===== config.mk =====
export PLATFORM = sky130hd
export DESIGN_NAME = routerOutputPort
export DESIGN_NICKNAME = d
export VERILOG_FILES = /design/src/verilog/nocPkg.sv /design/src/verilog/grantFsm.sv /design/src/verilog/grantTimer.sv /design/src/verilog/flitMux.sv /design/src/verilog/routerOutputPort.sv
export SDC_FILE = /design/constraint.sdc
export NUM_CORES = 1
export LEC_CHECK = 0
export BUFFER_PORTS_ARGS = -buffer_cell sky130_fd_sc_hd__clkbuf_2
export CAP_MARGIN = 20
export CORE_AREA = 2 2 150 152
export CTS_BUF_LIST = sky130_fd_sc_hd__clkbuf_16
export DETAILED_ROUTE_END_ITERATION = 7
export DIE_AREA = 0 0 152 154
export PLACE_DENSITY = 0.6
export SETUP_SLACK_MARGIN = 0.05
export SLEW_MARGIN = 5
export SYNTH_ARGS = -nofsm -noshare
export SYNTH_HDL_FRONTEND = slang
export SYNTH_SLANG_ARGS = --single-unit

===== constraint.sdc =====
create_clock -name clk -period 2.02 [get_ports clk]
set_input_delay 0.404 -clock clk [delete_from_list [all_inputs] [get_ports clk]]
set_output_delay 0.404 -clock clk [all_outputs]
set_load 0.01 [all_outputs]

===== src/verilog/nocPkg.sv =====
`default_nettype none

package nocPkg;

  // ====================================================================
  // Router geometry
  // ====================================================================

  localparam int numPorts = 5;

  // Input indices. They also fix the priority order out of idle.
  localparam int portLocal = 0;
  localparam int portNorth = 1;
  localparam int portEast  = 2;
  localparam int portWest  = 3;
  localparam int portSouth = 4;

  // ====================================================================
  // Flit fields
  // ====================================================================

  localparam int flitIdWidth = 3;
  localparam int lengthWidth = 12; // Hold limit carried by header flits.
  localparam int dataWidth   = 32;

  localparam logic [flitIdWidth-1:0] flitHeader = 3'd1;

  // ====================================================================
  // Grant encoding
  // ====================================================================

  // One-hot state. Bit 0 is idle, bit i+1 means input i owns the link.
  localparam int grantWidth = numPorts + 1;

  localparam logic [grantWidth-1:0] grantIdle = 6'b000001;

endpackage

`default_nettype wire


===== src/verilog/grantFsm.sv =====
`timescale 1ns/1ps
`default_nettype none

module grantFsm
(
  input  wire logic                       clk,
  input  wire logic                       rst,
  input  wire logic [nocPkg::numPorts-1:0] req,
  input  wire logic [nocPkg::numPorts-1:0] timesUp,
  output logic      [nocPkg::numPorts-1:0] grant,
  output logic      [nocPkg::numPorts-1:0] runTimer
);

  import nocPkg::*;

  logic [grantWidth-1:0] state;
  logic [grantWidth-1:0] nextState;

  // Scans count inputs starting at first, wrapping round, and returns the
  // one-hot state of the first requester found, or idle.
  function automatic logic [grantWidth-1:0] firstReq
  (
    input logic [numPorts-1:0] r,
    input int                  first,
    input int                  count
  );
    logic [grantWidth-1:0] pick;
    int                    idx;
    pick = grantIdle;
    // Walk backwards so that the earliest candidate is the one that sticks.
    for (int k = count - 1; k >= 0; k--)
    begin
      idx = (first + k) % numPorts;
      if (r[idx])
        pick = grantWidth'(1) << (idx + 1);
    end
    return pick;
  endfunction

  // ====================================================================
  // State register
  // ====================================================================

  always_ff @(posedge clk)
  begin
    if (rst)
      state <= grantIdle;
    else
      state <= nextState;
  end

  assign grant = state[grantWidth-1:1]; // Idle bit dropped.

  // ====================================================================
  // Next state and timer enables
  // ====================================================================

  always_comb
  begin
    nextState = firstReq(req, portLocal, numPorts); // From idle L wins over S.
    runTimer  = '0;
    for (int i = 0; i < numPorts; i++)
    begin
      if (state[i+1])
      begin
        if (req[i] && !timesUp[i])
        begin
          runTimer[i] = 1'b1;
          nextState   = state;
        end
        else
          // The owner itself is not a candidate on the way out.
          nextState = firstReq(req, i + 1, numPorts - 1);
      end
    end
  end

  // ====================================================================
  // Assertions
  // ====================================================================

  stateOneHot: assert property (@(posedge clk) disable iff (rst) $onehot(state))
    else $error("grantFsm: state is not one-hot");

  // Time-up with a waiting input must hand the link over on the next edge.
  holdEndsAtTimeUp: assert property (@(posedge clk) disable iff (rst)
    (|(grant & timesUp)) && (|(req & ~grant)) |=> (grant & $past(grant)) == '0)
    else $error("grantFsm: grant held past time-up");

endmodule

`default_nettype wire


===== src/verilog/grantTimer.sv =====
`timescale 1ns/1ps
`default_nettype none

module grantTimer
(
  input  wire logic                          clk,
  input  wire logic                          rst,
  input  wire logic [nocPkg::flitIdWidth-1:0] flitId,
  input  wire logic [nocPkg::lengthWidth-1:0] length,
  input  wire logic                          runTimer,
  output logic                               timesUp
);

  import nocPkg::*;

  logic [lengthWidth-1:0] limit;
  logic [lengthWidth-1:0] count;

  always_ff @(posedge clk)
  begin
    if (rst)
    begin
      limit <= '0;
      count <= '0;
    end
    else
    begin
      // Any header on this input refreshes the limit, granted or not.
      if (flitId == flitHeader)
        limit <= length;
      if (runTimer)
        count <= count + 1'b1;
      else
        count <= '0; // A lost grant starts the next hold from zero.
    end
  end

  assign timesUp = (count == limit);

  // The FSM must stop running the timer once the count reaches the limit,
  // otherwise the count would step past it.
  countAtLimit: assert property (@(posedge clk) disable iff (rst)
    count == limit |-> !runTimer)
    else $error("grantTimer: count advanced past the limit");

endmodule

`default_nettype wire


===== src/verilog/flitMux.sv =====
`timescale 1ns/1ps
`default_nettype none

module flitMux
(
  input  wire logic [nocPkg::numPorts-1:0]                       grant,
  input  wire logic [nocPkg::numPorts-1:0]                       req,
  input  wire logic [nocPkg::numPorts-1:0][nocPkg::dataWidth-1:0] flitData,
  output logic                                                    outValid,
  output logic      [nocPkg::dataWidth-1:0]                       outData
);

  import nocPkg::*;

  // ====================================================================
  // AND-OR selection
  // ====================================================================

  // With a one-hot grant at most one term is non-zero, so no priority
  // logic is needed here.
  always_comb
  begin
    outData  = '0;
    outValid = 1'b0;
    for (int i = 0; i < numPorts; i++)
    begin
      outData  = outData | (flitData[i] & {dataWidth{grant[i]}});
      outValid = outValid | (grant[i] & req[i]); // Owner still sending.
    end
  end

  // A second grant bit would OR two flits together on the link.
  always_comb
  begin
    grantOneHot: assert ($onehot0(grant))
      else $error("flitMux: more than one input granted");
  end

endmodule

`default_nettype wire


===== src/verilog/routerOutputPort.sv =====
`timescale 1ns/1ps
`default_nettype none

module routerOutputPort
(
  input  wire logic                                                 clk,
  input  wire logic                                                 rst,
  input  wire logic [nocPkg::numPorts-1:0]                          req,
  input  wire logic [nocPkg::numPorts-1:0][nocPkg::flitIdWidth-1:0] flitId,
  input  wire logic [nocPkg::numPorts-1:0][nocPkg::lengthWidth-1:0] length,
  input  wire logic [nocPkg::numPorts-1:0][nocPkg::dataWidth-1:0]   flitData,
  output logic      [nocPkg::numPorts-1:0]                          grant,
  output logic                                                      outValid,
  output logic      [nocPkg::dataWidth-1:0]                         outData
);

  import nocPkg::*;

  logic [numPorts-1:0] runTimer;
  logic [numPorts-1:0] timesUp;

  // ====================================================================
  // Arbitration
  // ====================================================================

  grantFsm i_grantFsm
  (
    .clk      (clk),
    .rst      (rst),
    .req      (req),
    .timesUp  (timesUp),
    .grant    (grant),
    .runTimer (runTimer)
  );

  // One hold timer per input.
  grantTimer timerLocal
  (
    .clk      (clk),
    .rst      (rst),
    .flitId   (flitId[portLocal]),
    .length   (length[portLocal]),
    .runTimer (runTimer[portLocal]),
    .timesUp  (timesUp[portLocal])
  );

  grantTimer timerNorth
  (
    .clk      (clk),
    .rst      (rst),
    .flitId   (flitId[portNorth]),
    .length   (length[portNorth]),
    .runTimer (runTimer[portNorth]),
    .timesUp  (timesUp[portNorth])
  );

  grantTimer timerEast
  (
    .clk      (clk),
    .rst      (rst),
    .flitId   (flitId[portEast]),
    .length   (length[portEast]),
    .runTimer (runTimer[portEast]),
    .timesUp  (timesUp[portEast])
  );

  grantTimer timerWest
  (
    .clk      (clk),
    .rst      (rst),
    .flitId   (flitId[portWest]),
    .length   (length[portWest]),
    .runTimer (runTimer[portWest]),
    .timesUp  (timesUp[portWest])
  );

  grantTimer timerSouth
  (
    .clk      (clk),
    .rst      (rst),
    .flitId   (flitId[portSouth]),
    .length   (length[portSouth]),
    .runTimer (runTimer[portSouth]),
    .timesUp  (timesUp[portSouth])
  );

  // ====================================================================
  // Data path
  // ====================================================================

  flitMux i_flitMux
  (
    .grant    (grant),
    .req      (req),
    .flitData (flitData),
    .outValid (outValid),
    .outData  (outData)
  );

endmodule

`default_nettype wire


-- Yosys cells after proc, flatten, opt, wreduce, memory -nomap -nowiden
Cells that the tools add are included.
Widths: inputs -> output; s select.
- output and inout port bits: 38
- register bits after elaboration: 125
- input bits: 242
- logic and storage cells: 116
- multiplexer cells: 41
- add/sub/neg operators: 5
- reduce and logical (&&, ||, !) cells: 18
- bitwise gates (word level): 23
- equal/unequal tests: 14
- operators with widths (kind ; number):
    $and 32x32->32 ; 5
    $or 32x32->32 ; 4
    $mux 6 ; 21
    $add 12x1->12 const B ; 5
    $eq 12x12->1 ; 5
    $mux 5 ; 4
    $eq 3x1->1 const B ; 5
    $mux 4 ; 3
    $mux 1 ; 10
    $reduce_or 2->1 ; 5
    $mux 3 ; 2
    $and 1x1->1 ; 5
    $logic_and 1x1->1 ; 5
    $logic_not 1->1 ; 5
    $ne 5x2->1 const B ; 1
    $not 1->1 ; 5
    $ne 4x2->1 const B ; 1
    $or 1x1->1 ; 4
    $reduce_and 4->1 ; 1
    $ne 3x2->1 const B ; 1
    $reduce_and 3->1 ; 1
    $mux 2 ; 1
    $ne 2x2->1 const B ; 1
    $reduce_and 2->1 ; 1

-- Logic depth before layout (Yosys ltp)
Gate-level depths: netlist of run 1.
- word-level depth: 10
- depth in mapped cells: 8
- depth with buffers taken out: 6

-- By module
From an unflattened synthesis of run 1, not the netlist that was laid out.
- cell total of the unflattened synthesis: 749
- area total of the unflattened synthesis: 6726.5 µm²
- modules (own cells, without submodules) (module ; sequential area each (µm²) ; area an instance (µm²) ; cells an instance ; times used):
    grantTimer ; 480.5 ; 1076.0 ; 113 ; 5
    flitMux ; 0.0 ; 848.3 ; 119 ; 1
    grantFsm ; 100.1 ; 498.0 ; 65 ; 1

-- Least setup slack after synthesis of run 1
Ideal clock, no wire load.
- path kind: reg-to-reg
- start: register timerWest.count[6]
- end: register i_grantFsm.state[5]
- path buffers: 0
- data arrival time: 1607 ps
- clock period less this slack: 1672 ps
- slack: 348 ps
- stages on the path, launching flop included: 7
- required time: 1955 ps
- setup time: 65 ps
- path through: dfxtp_1 xor2_1 nor4_1 a311o_2 nor2_2 a2111oi_2 nor2b_1
- longest elaborated chain between the ends: 6
- ends and longest elaborated chain (what ; RTL line ; source):
    start: declaration ; grantTimer.sv:17 ; logic [lengthWidth-1:0] count;
    start signal: assignment ; grantTimer.sv:32 ; count <= count + 1'b1;
    $eq 12x12->1 ; grantTimer.sv:38 ; assign timesUp = (count == limit);
    $logic_not 1->1 ; grantFsm.sv:66 ; if (req[i] && !timesUp[i])
    $logic_and 1x1->1 ; grantFsm.sv:66 ;
    $mux 6 ; grantFsm.sv:66 ;
    $mux 6 (2 in a row) ; grantFsm.sv:64 ; if (state[i+1])
    end signal: assignment ; grantFsm.sv:47 ; state <= grantIdle;
    end signal: assignment ; grantFsm.sv:49 ; state <= nextState;
    end: declaration ; grantFsm.sv:16 ; logic [grantWidth-1:0] state;
Every way passes these cells. The select of a mux whose other input is x is not followed.
A chain may end at the register's enable or synchronous reset.

-- Worst setup path in the final report of run 1
- start: register i_grantFsm.state[1]
- end: output port outData[26] (netlist name)
- longest elaborated chain between the ends: 5
- ends and longest elaborated chain (what ; RTL line ; source):
    $and 32x32->32 ; flitMux.sv:27 ; outData = outData | (flitData[i] & {dataWidth{grant[i]}});
    $or 32x32->32 (4 in a row) ; flitMux.sv:27 ;
    end: declaration ; routerOutputPort.sv:14 ; output logic [nocPkg::dataWidth-1:0] outData
Every way passes these cells.

==> results.sh, run 1 <==
export IMPL_violations="negative setup slack"
export IMPL_p_total_mw=7.145
export IMPL_die_y_um=154
export IMPL_met1_usage_pct=20.59
export IMPL_cap_viol_max_count=0
export IMPL_fin_skew_ps=9.052
export IMPL_min_from="length[15]"
export IMPL_nets=1277
export IMPL_crit_start="i_grantFsm.state[1]"
export IMPL_synthSimpleGateAreaFrac_pct=19.27
export IMPL_pwr_share_seq_pct=36.0
export IMPL_dieWidth_um=152
export IMPL_cts_tree="done"
export IMPL_dpl_hpwl_mm=17.01
export IMPL_ant_nets=0
export IMPL_status="complete, but fails checks"
export IMPL_slew_headroom_pct=48.44
export IMPL_drcViolationCount=0
export IMPL_synth_top_family_by_area="simple AND/OR/NAND/NOR gates"
export IMPL_hold_violations=0
export IMPL_ctsHoldBuffers=0
export IMPL_grt_antenna_before_repair=7
export IMPL_reg2regPathDepth=7
export IMPL_path_class="reg -> out"
export IMPL_worstReg2RegEnd="i_grantFsm.state[3]"
export IMPL_place_area_sq_um=8351
export IMPL_top_usage_layer="met2"
export IMPL_setup_violations=28
export IMPL_crit_required_ps=1620
export IMPL_hp_class="in -> reg"
export IMPL_intPower_mw=5.259
export IMPL_yosys_area_share_adder_pct=0.9724
export IMPL_fillCellCount=2202
export IMPL_leakagePower_nw=4.091
export IMPL_cts_buffers=17
export IMPL_die_area_sq_um=23410
export IMPL_rows=54
export IMPL_layout_setup_ws_ps=-261.9
export IMPL_grt_pass1_wl_mm=34.04
export IMPL_syn_cell_area_sq_um=6434
export IMPL_synth_xor_area_share_pct=14.84
export IMPL_synth_edf_count=0
export IMPL_globalRouteMet3Util_pct=5.468
export IMPL_fin_tns_setup_ps=-2621
export IMPL_p_clk_share_pct=43.8
export IMPL_cts_clk_slew_worst_paths_ps=60
export IMPL_switching_share_pct=26.40
export IMPL_arrival_ps=1880
export IMPL_fin_cells=1329
export IMPL_grt_ovfl_total=0
export IMPL_critPathLaunchType="flop"
export IMPL_maxSlewViolCount=0
export IMPL_muxShareOfSynthArea_pct=9.490
export IMPL_clock_root_buffer="clkbuf_16"
export IMPL_yosysSeqAreaShare_pct=38.90
export IMPL_p_per_area_nw_per_um2=776.0
export IMPL_synth_compound_area_share_pct=13.13
export IMPL_power_switching_mw=1.887
export IMPL_place_congestion=0.9158
export IMPL_synth_net_count=974
export IMPL_drt_total_wl_mm=21.84
export IMPL_end_kind="primary output"
export IMPL_drive_gt1_share_pct=36.91
export IMPL_final_common_cell="clkbuf_2"
export IMPL_yosysUniqueCellTypes=54
export IMPL_via_per_inst=4.860
export IMPL_post_place_ws_ps=81.23
export IMPL_globalRouteMet2Util_pct=31.68
export IMPL_clock_sinks=125
export IMPL_grt_max_degree=36
export IMPL_fin_crit_ps=2282
export IMPL_dr_pass1_iters=6
export IMPL_crit_fanout=7
export IMPL_layout_common_cells="275 x clkbuf_2, 133 x nor2_1, 117 x dfxtp_1"
export IMPL_area_growth_pct=43.12
export IMPL_place_inst=1282
export IMPL_regArea_sq_um=2517
export IMPL_yosysWarningCount=0
export IMPL_final_util_pct=42.45
export IMPL_synth_ff_type="dfxtp_1"
export IMPL_core_sq_um=21690
export IMPL_synthArstFlopShare_pct=0
export IMPL_port_buffers=279
export IMPL_floorplan_initialDensity_pct=29.66
export IMPL_final_area_sq_um=9208
export IMPL_rrSetupSlack_ps=190
export IMPL_clockBufferDepth=2
export IMPL_synth_seq_cells=125
export IMPL_rsz0062_at_grt="yes"
export IMPL_combPwrFrac_pct=20.2
export IMPL_synth_area_per_cell_sq_um=8.850
export IMPL_clock_latency_ps=420
export IMPL_grt_pass1_vias=6514
export IMPL_post_route_period_util_pct=113.0
export IMPL_tightest_slew_ps=773.4
export IMPL_syn_inst=727
export IMPL_io_pins=280
export IMPL_fmax_ghz=0.4382
export IMPL_drt_initial_drc_count=495
export IMPL_crit_end="outData[26]"
export IMPL_whs_ps=221.0
export IMPL_multiInputGateArea_sq_um=3805
export IMPL_htreeDepth=4
export IMPL_r2r_start="timerLocal.count[0]"
export IMPL_vias=6459
export IMPL_avgRoutedWirePerCell_um=16.43
export IMPL_peakVddDrop_v=0.0005260
export IMPL_grt_total_usage_pct=18.36
## worst max-delay path: stages (launching register included)
cell and delay, ps:
dfxtp_4 360, buf_12 130, buf_4 150, a222oi_1 570, nand2_1 90, clkbuf_2 150
## metal layers
metal  up-vias  part of all wire, %
met4         2                  2.8
li1       3222                    -
met5         -                0.055
met2       236                   50
met1      2965                   40
met3        34                  7.4
## synth_stat cells (2+ instances only)
library cell / count / area, sq um
inv_1: 14 / 52.55
nor3b_1: 5 / 37.54
nor3_1: 4 / 20.02
nor4b_1: 2 / 17.52
and3_1: 12 / 75.07
ha_1: 5 / 62.56
a31oi_1: 3 / 18.77
a211oi_1: 2 / 15.01
dfxtp_1: 125 / 2502
nand4_1: 17 / 106.4
nor4_1: 5 / 31.28
clkbuf_1: 29 / 108.9
o21ai_0: 2 / 10.01
or3_1: 3 / 18.77
xnor2_1: 53 / 464.2
nor2_1: 134 / 503.0
mux2i_1: 61 / 610.6
a22oi_1: 34 / 255.2
and4_1: 5 / 43.79
o31ai_1: 3 / 22.52
buf_2: 9 / 45.04
xor2_1: 56 / 490.5
a21o_1: 2 / 15.01
nand3_1: 20 / 100.1
nand2_1: 55 / 206.5
nor2b_1: 2 / 12.51
or2_2: 3 / 18.77
a222oi_1: 33 / 330.3
o22ai_1: 2 / 12.51
a21oi_1: 3 / 15.01
## power groups by stage
stage | logic (mW) | clock network, mW | registers, mW
after global placement | 1.31 | 0 | 2.63
after CTS | 1.39 | 3.20 | 2.57
after global routing | 1.56 | 3.30 | 2.58
final | 1.44 | 3.13 | 2.57
after floorplan | 0.644 | 0 | 2.61
after detailed placement | 1.32 | 0 | 2.63
## cell type report
class	instances	area share [%]
repair buffers	324	20.22
well taps	280	3.805
diodes	6	0.1631
clock buffers	17	4.620
multi-input cells	548	41.32
inverters	14	0.5707
flip-flops and latches	125	27.34
clock inverters	15	1.957
## flip-flops by register name, summed over array words and instances, names as in the netlist
| register | count |
|---|---|
| timerLocal.limit | 12 |
| timerEast.limit | 12 |
| timerWest.count | 12 |
| timerLocal.count | 12 |
| i_grantFsm.state | 5 |
| timerEast.count | 12 |
| timerNorth.limit | 12 |
| timerWest.limit | 12 |
| timerNorth.count | 12 |
| timerSouth.limit | 12 |
| timerSouth.count | 12 |
## cell families after synthesis
family                     Yosys count
AOI/OAI and AO/OA                  100
xor gates and xnor gates           109
adders and majority gates            5
buffers and inverters               54
DFF                                125
muxes                               61
and+or+nand+nor                    273
## timing repair
action,4_1_cts,5_1_grt
gates resized for setup,8,26
cloned,2,1
pin swaps,12,18
buffers inserted,4,2
setup endpoints to repair,33,50
## worst min path at each step
| stage | depth (start not counted) | to |
|---|---|---|
| floorplan | 1 | timerLocal.count[0] |
| global placement | 1 | timerWest.count[0] |
| detailed placement | 1 | timerLocal.count[0] |
| CTS | 3 | timerNorth.limit[3] |
| global route | 3 | timerNorth.limit[3] |
| finish | 3 | timerNorth.limit[3] |
Power figures use the tool's default switching activity.
==> run 2, diff against run 1 <==
- SETUP_SLACK_MARGIN: 0.05 -> 0.5
==> run 2 against run 1 <==
Compared with the run above:
- the run still ends with negative setup slack left
- die area stayed put
- sequential power about the same
- flip-flop and latch count did not move
- core utilization increased by 2.9 points
- setup slack gained 49 ps
- final cell count grew 1.8%
- clock power is 7.3% lower
- count of clock-buffer cells in the layout stayed put
- largest cell class unchanged
- largest power group unchanged
==> results.sh, run 2 (same netlist as run 1, synthesis figures left out) <==
export IMPL_status="complete, but fails checks"
export IMPL_violations="negative setup slack"
export IMPL_min_from="length[46]"
export IMPL_clock_sinks=125
export IMPL_grt_total_usage_pct=18.79
export IMPL_end_kind="primary output"
export IMPL_hold_path_depth=3
export IMPL_p_total_mw=7.082
export IMPL_cpMaxStageDelayCell="a222oi_1"
export IMPL_peakVddDrop_v=0.0005971
export IMPL_drt_total_wl_mm=23.23
export IMPL_crit_chain="buf_12, a222oi_1, buf_4, nand2_2, clkbuf_2"
export IMPL_grt_pass1_wl_mm=34.69
export IMPL_dr_pass1_iters=6
export IMPL_drive_gt1_share_pct=48.60
export IMPL_worstReg2RegEnd="i_grantFsm.state[4]"
export IMPL_die_area_sq_um=23410
export IMPL_setup_violations=33
export IMPL_grt_ovfl_total=0
export IMPL_via_per_inst=4.896
export IMPL_cap_viol_max_count=0
export IMPL_fin_cells=1353
export IMPL_crit_required_ps=1620
export IMPL_path_class="reg -> out"
export IMPL_hp_class="in -> reg"
export IMPL_slew_headroom_pct=65.80
export IMPL_cts_buffers=17
export IMPL_rrSetupSlack_ps=150
export IMPL_grt_pass1_vias=6429
export IMPL_grt_antenna_before_repair=3
export IMPL_crit_fanout=5
export IMPL_critPathLaunchType="flop"
export IMPL_io_pins=280
export IMPL_reg2regPathDepth=8
export IMPL_avgRoutedWirePerCell_um=17.17
export IMPL_cts_clk_slew_worst_paths_ps=60
export IMPL_port_buffers=279
export IMPL_final_common_cell="clkbuf_2"
export IMPL_min_delay_worst_endpoint="timerWest.limit[10]"
export IMPL_critPathMaxStageDelay_ps=520
export IMPL_vias=6624
export IMPL_clock_latency_ps=420
export IMPL_htreeDepth=4
export IMPL_rows=54
export IMPL_dieWidth_um=152
export IMPL_arrival_ps=1830
export IMPL_fmax_ghz=0.4479
export IMPL_leakagePower_nw=4.277
export IMPL_maxSlewViolCount=0
export IMPL_grt_max_degree=33
export IMPL_rsz0062_at_grt="yes"
export IMPL_area_growth_pct=52.94
export IMPL_nets=1304
export IMPL_fin_crit_ps=2233
export IMPL_ctsHoldBuffers=0
export IMPL_die_y_um=154
export IMPL_p_per_area_nw_per_um2=719.7
export IMPL_hold_violations=0
export IMPL_place_congestion=0.8656
export IMPL_layout_common_cells="271 x clkbuf_2, 107 x nor2_1, 69 x dfxtp_1"
export IMPL_core_sq_um=21690
export IMPL_place_inst=1279
export IMPL_post_route_period_util_pct=110.5
export IMPL_ant_nets=0
export IMPL_floorplan_initialDensity_pct=29.66
export IMPL_cts_tree="done"
export IMPL_layout_setup_ws_ps=-212.8
export IMPL_clockBufferDepth=2
export IMPL_dpl_hpwl_mm=17.25
export IMPL_tightest_slew_ps=509.1
export IMPL_fin_skew_ps=7.185
export IMPL_drcViolationCount=0
export IMPL_clock_root_buffer="clkbuf_16"
export IMPL_r2r_start="timerWest.count[2]"
export IMPL_drt_initial_drc_count=465
==> run 2: worst max-delay path, delay by kind of cell (launching register included) <==
family	cells	cell delay, ps
buffers and inverters	3	490
AND/OR/NAND/NOR	1	50
AO/OA/AOI/OAI	1	520
flip-flops	1	350
==> run 2: per-layer routing <==
metal / vias to the layer above / part of all wire, % / track usage, %
li1: 3264 / - / -
met3: 37 / 6.0 / 5.552
met5: - / 0 / 0
met1: 3108 / 38 / 19.25
met2: 215 / 54 / 36.27
met4: 0 / 2.0 / 6.275
==> run 2: final cells by class <==
| class | instances | area, sq um |
|---|---|---|
| clock inverters | 15 | 138.9 |
| well taps | 280 | 350.3 |
| flip-flops and latches | 125 | 2600 |
| fillers | 2113 | 11850 |
| multi-input cells | 551 | 4121 |
| clock buffers | 17 | 425.4 |
| diodes | 3 | 7.507 |
| repair buffers | 348 | 2143 |
| inverters | 14 | 52.55 |
==> run 2: through the flow <==
| step | utilization, % | worst slack [ps] | instance area (sq um) | hold slack (ps) | TNS, ps |
|---|---|---|---|---|---|
| 2_1_floorplan | - | 432.1 | 6581 | 423.2 | 0 |
| 3_3_place_gp | 38.77 | 167.0 | 8408 | 442.9 | 0 |
| 3_5_place_dp | 38.77 | 171.6 | 8408 | 451.6 | 0 |
| 4_1_cts | 43.42 | -249.8 | 9418 | 206.5 | -5314 |
| 5_1_grt | 45.37 | -316.4 | 9839 | 203.5 | -7274 |
| 6_report | 45.37 | -212.8 | 9839 | 213.6 | -4638 |
==> run 2: how the worst max path moves through the flow <==
stage | cells past startpoint | to | slack, ps | from
6_report | 5 | outData[19] | -210 | i_grantFsm.state[1]
5_1_grt | 6 | outData[24] | -320 | i_grantFsm.state[1]
4_1_cts | 5 | outData[30] | -250 | i_grantFsm.state[1]
3_5_place_dp | 5 | outData[30] | 170 | i_grantFsm.state[1]
3_3_place_gp | 6 | i_grantFsm.state[1] | 170 | timerSouth.count[3]
2_1_floorplan | 8 | i_grantFsm.state[2] | 430 | i_grantFsm.state[4]
==> run 2: timing repair <==
item | CTS | global route
pin swaps | 53 | 62
setup endpoints to repair | 100 | 102
resized for setup | 65 | 93
gates cloned | 5 | 2
buffers inserted | 16 | 16
==> run 2: power by group <==
part | switching [mW] | leakage, nW | total, mW | internal (mW)
clock | 1.19 | 0.270 | 2.90 | 1.71
combinational | 0.795 | 2.96 | 1.61 | 0.815
sequential | 0.0601 | 1.04 | 2.57 | 2.51
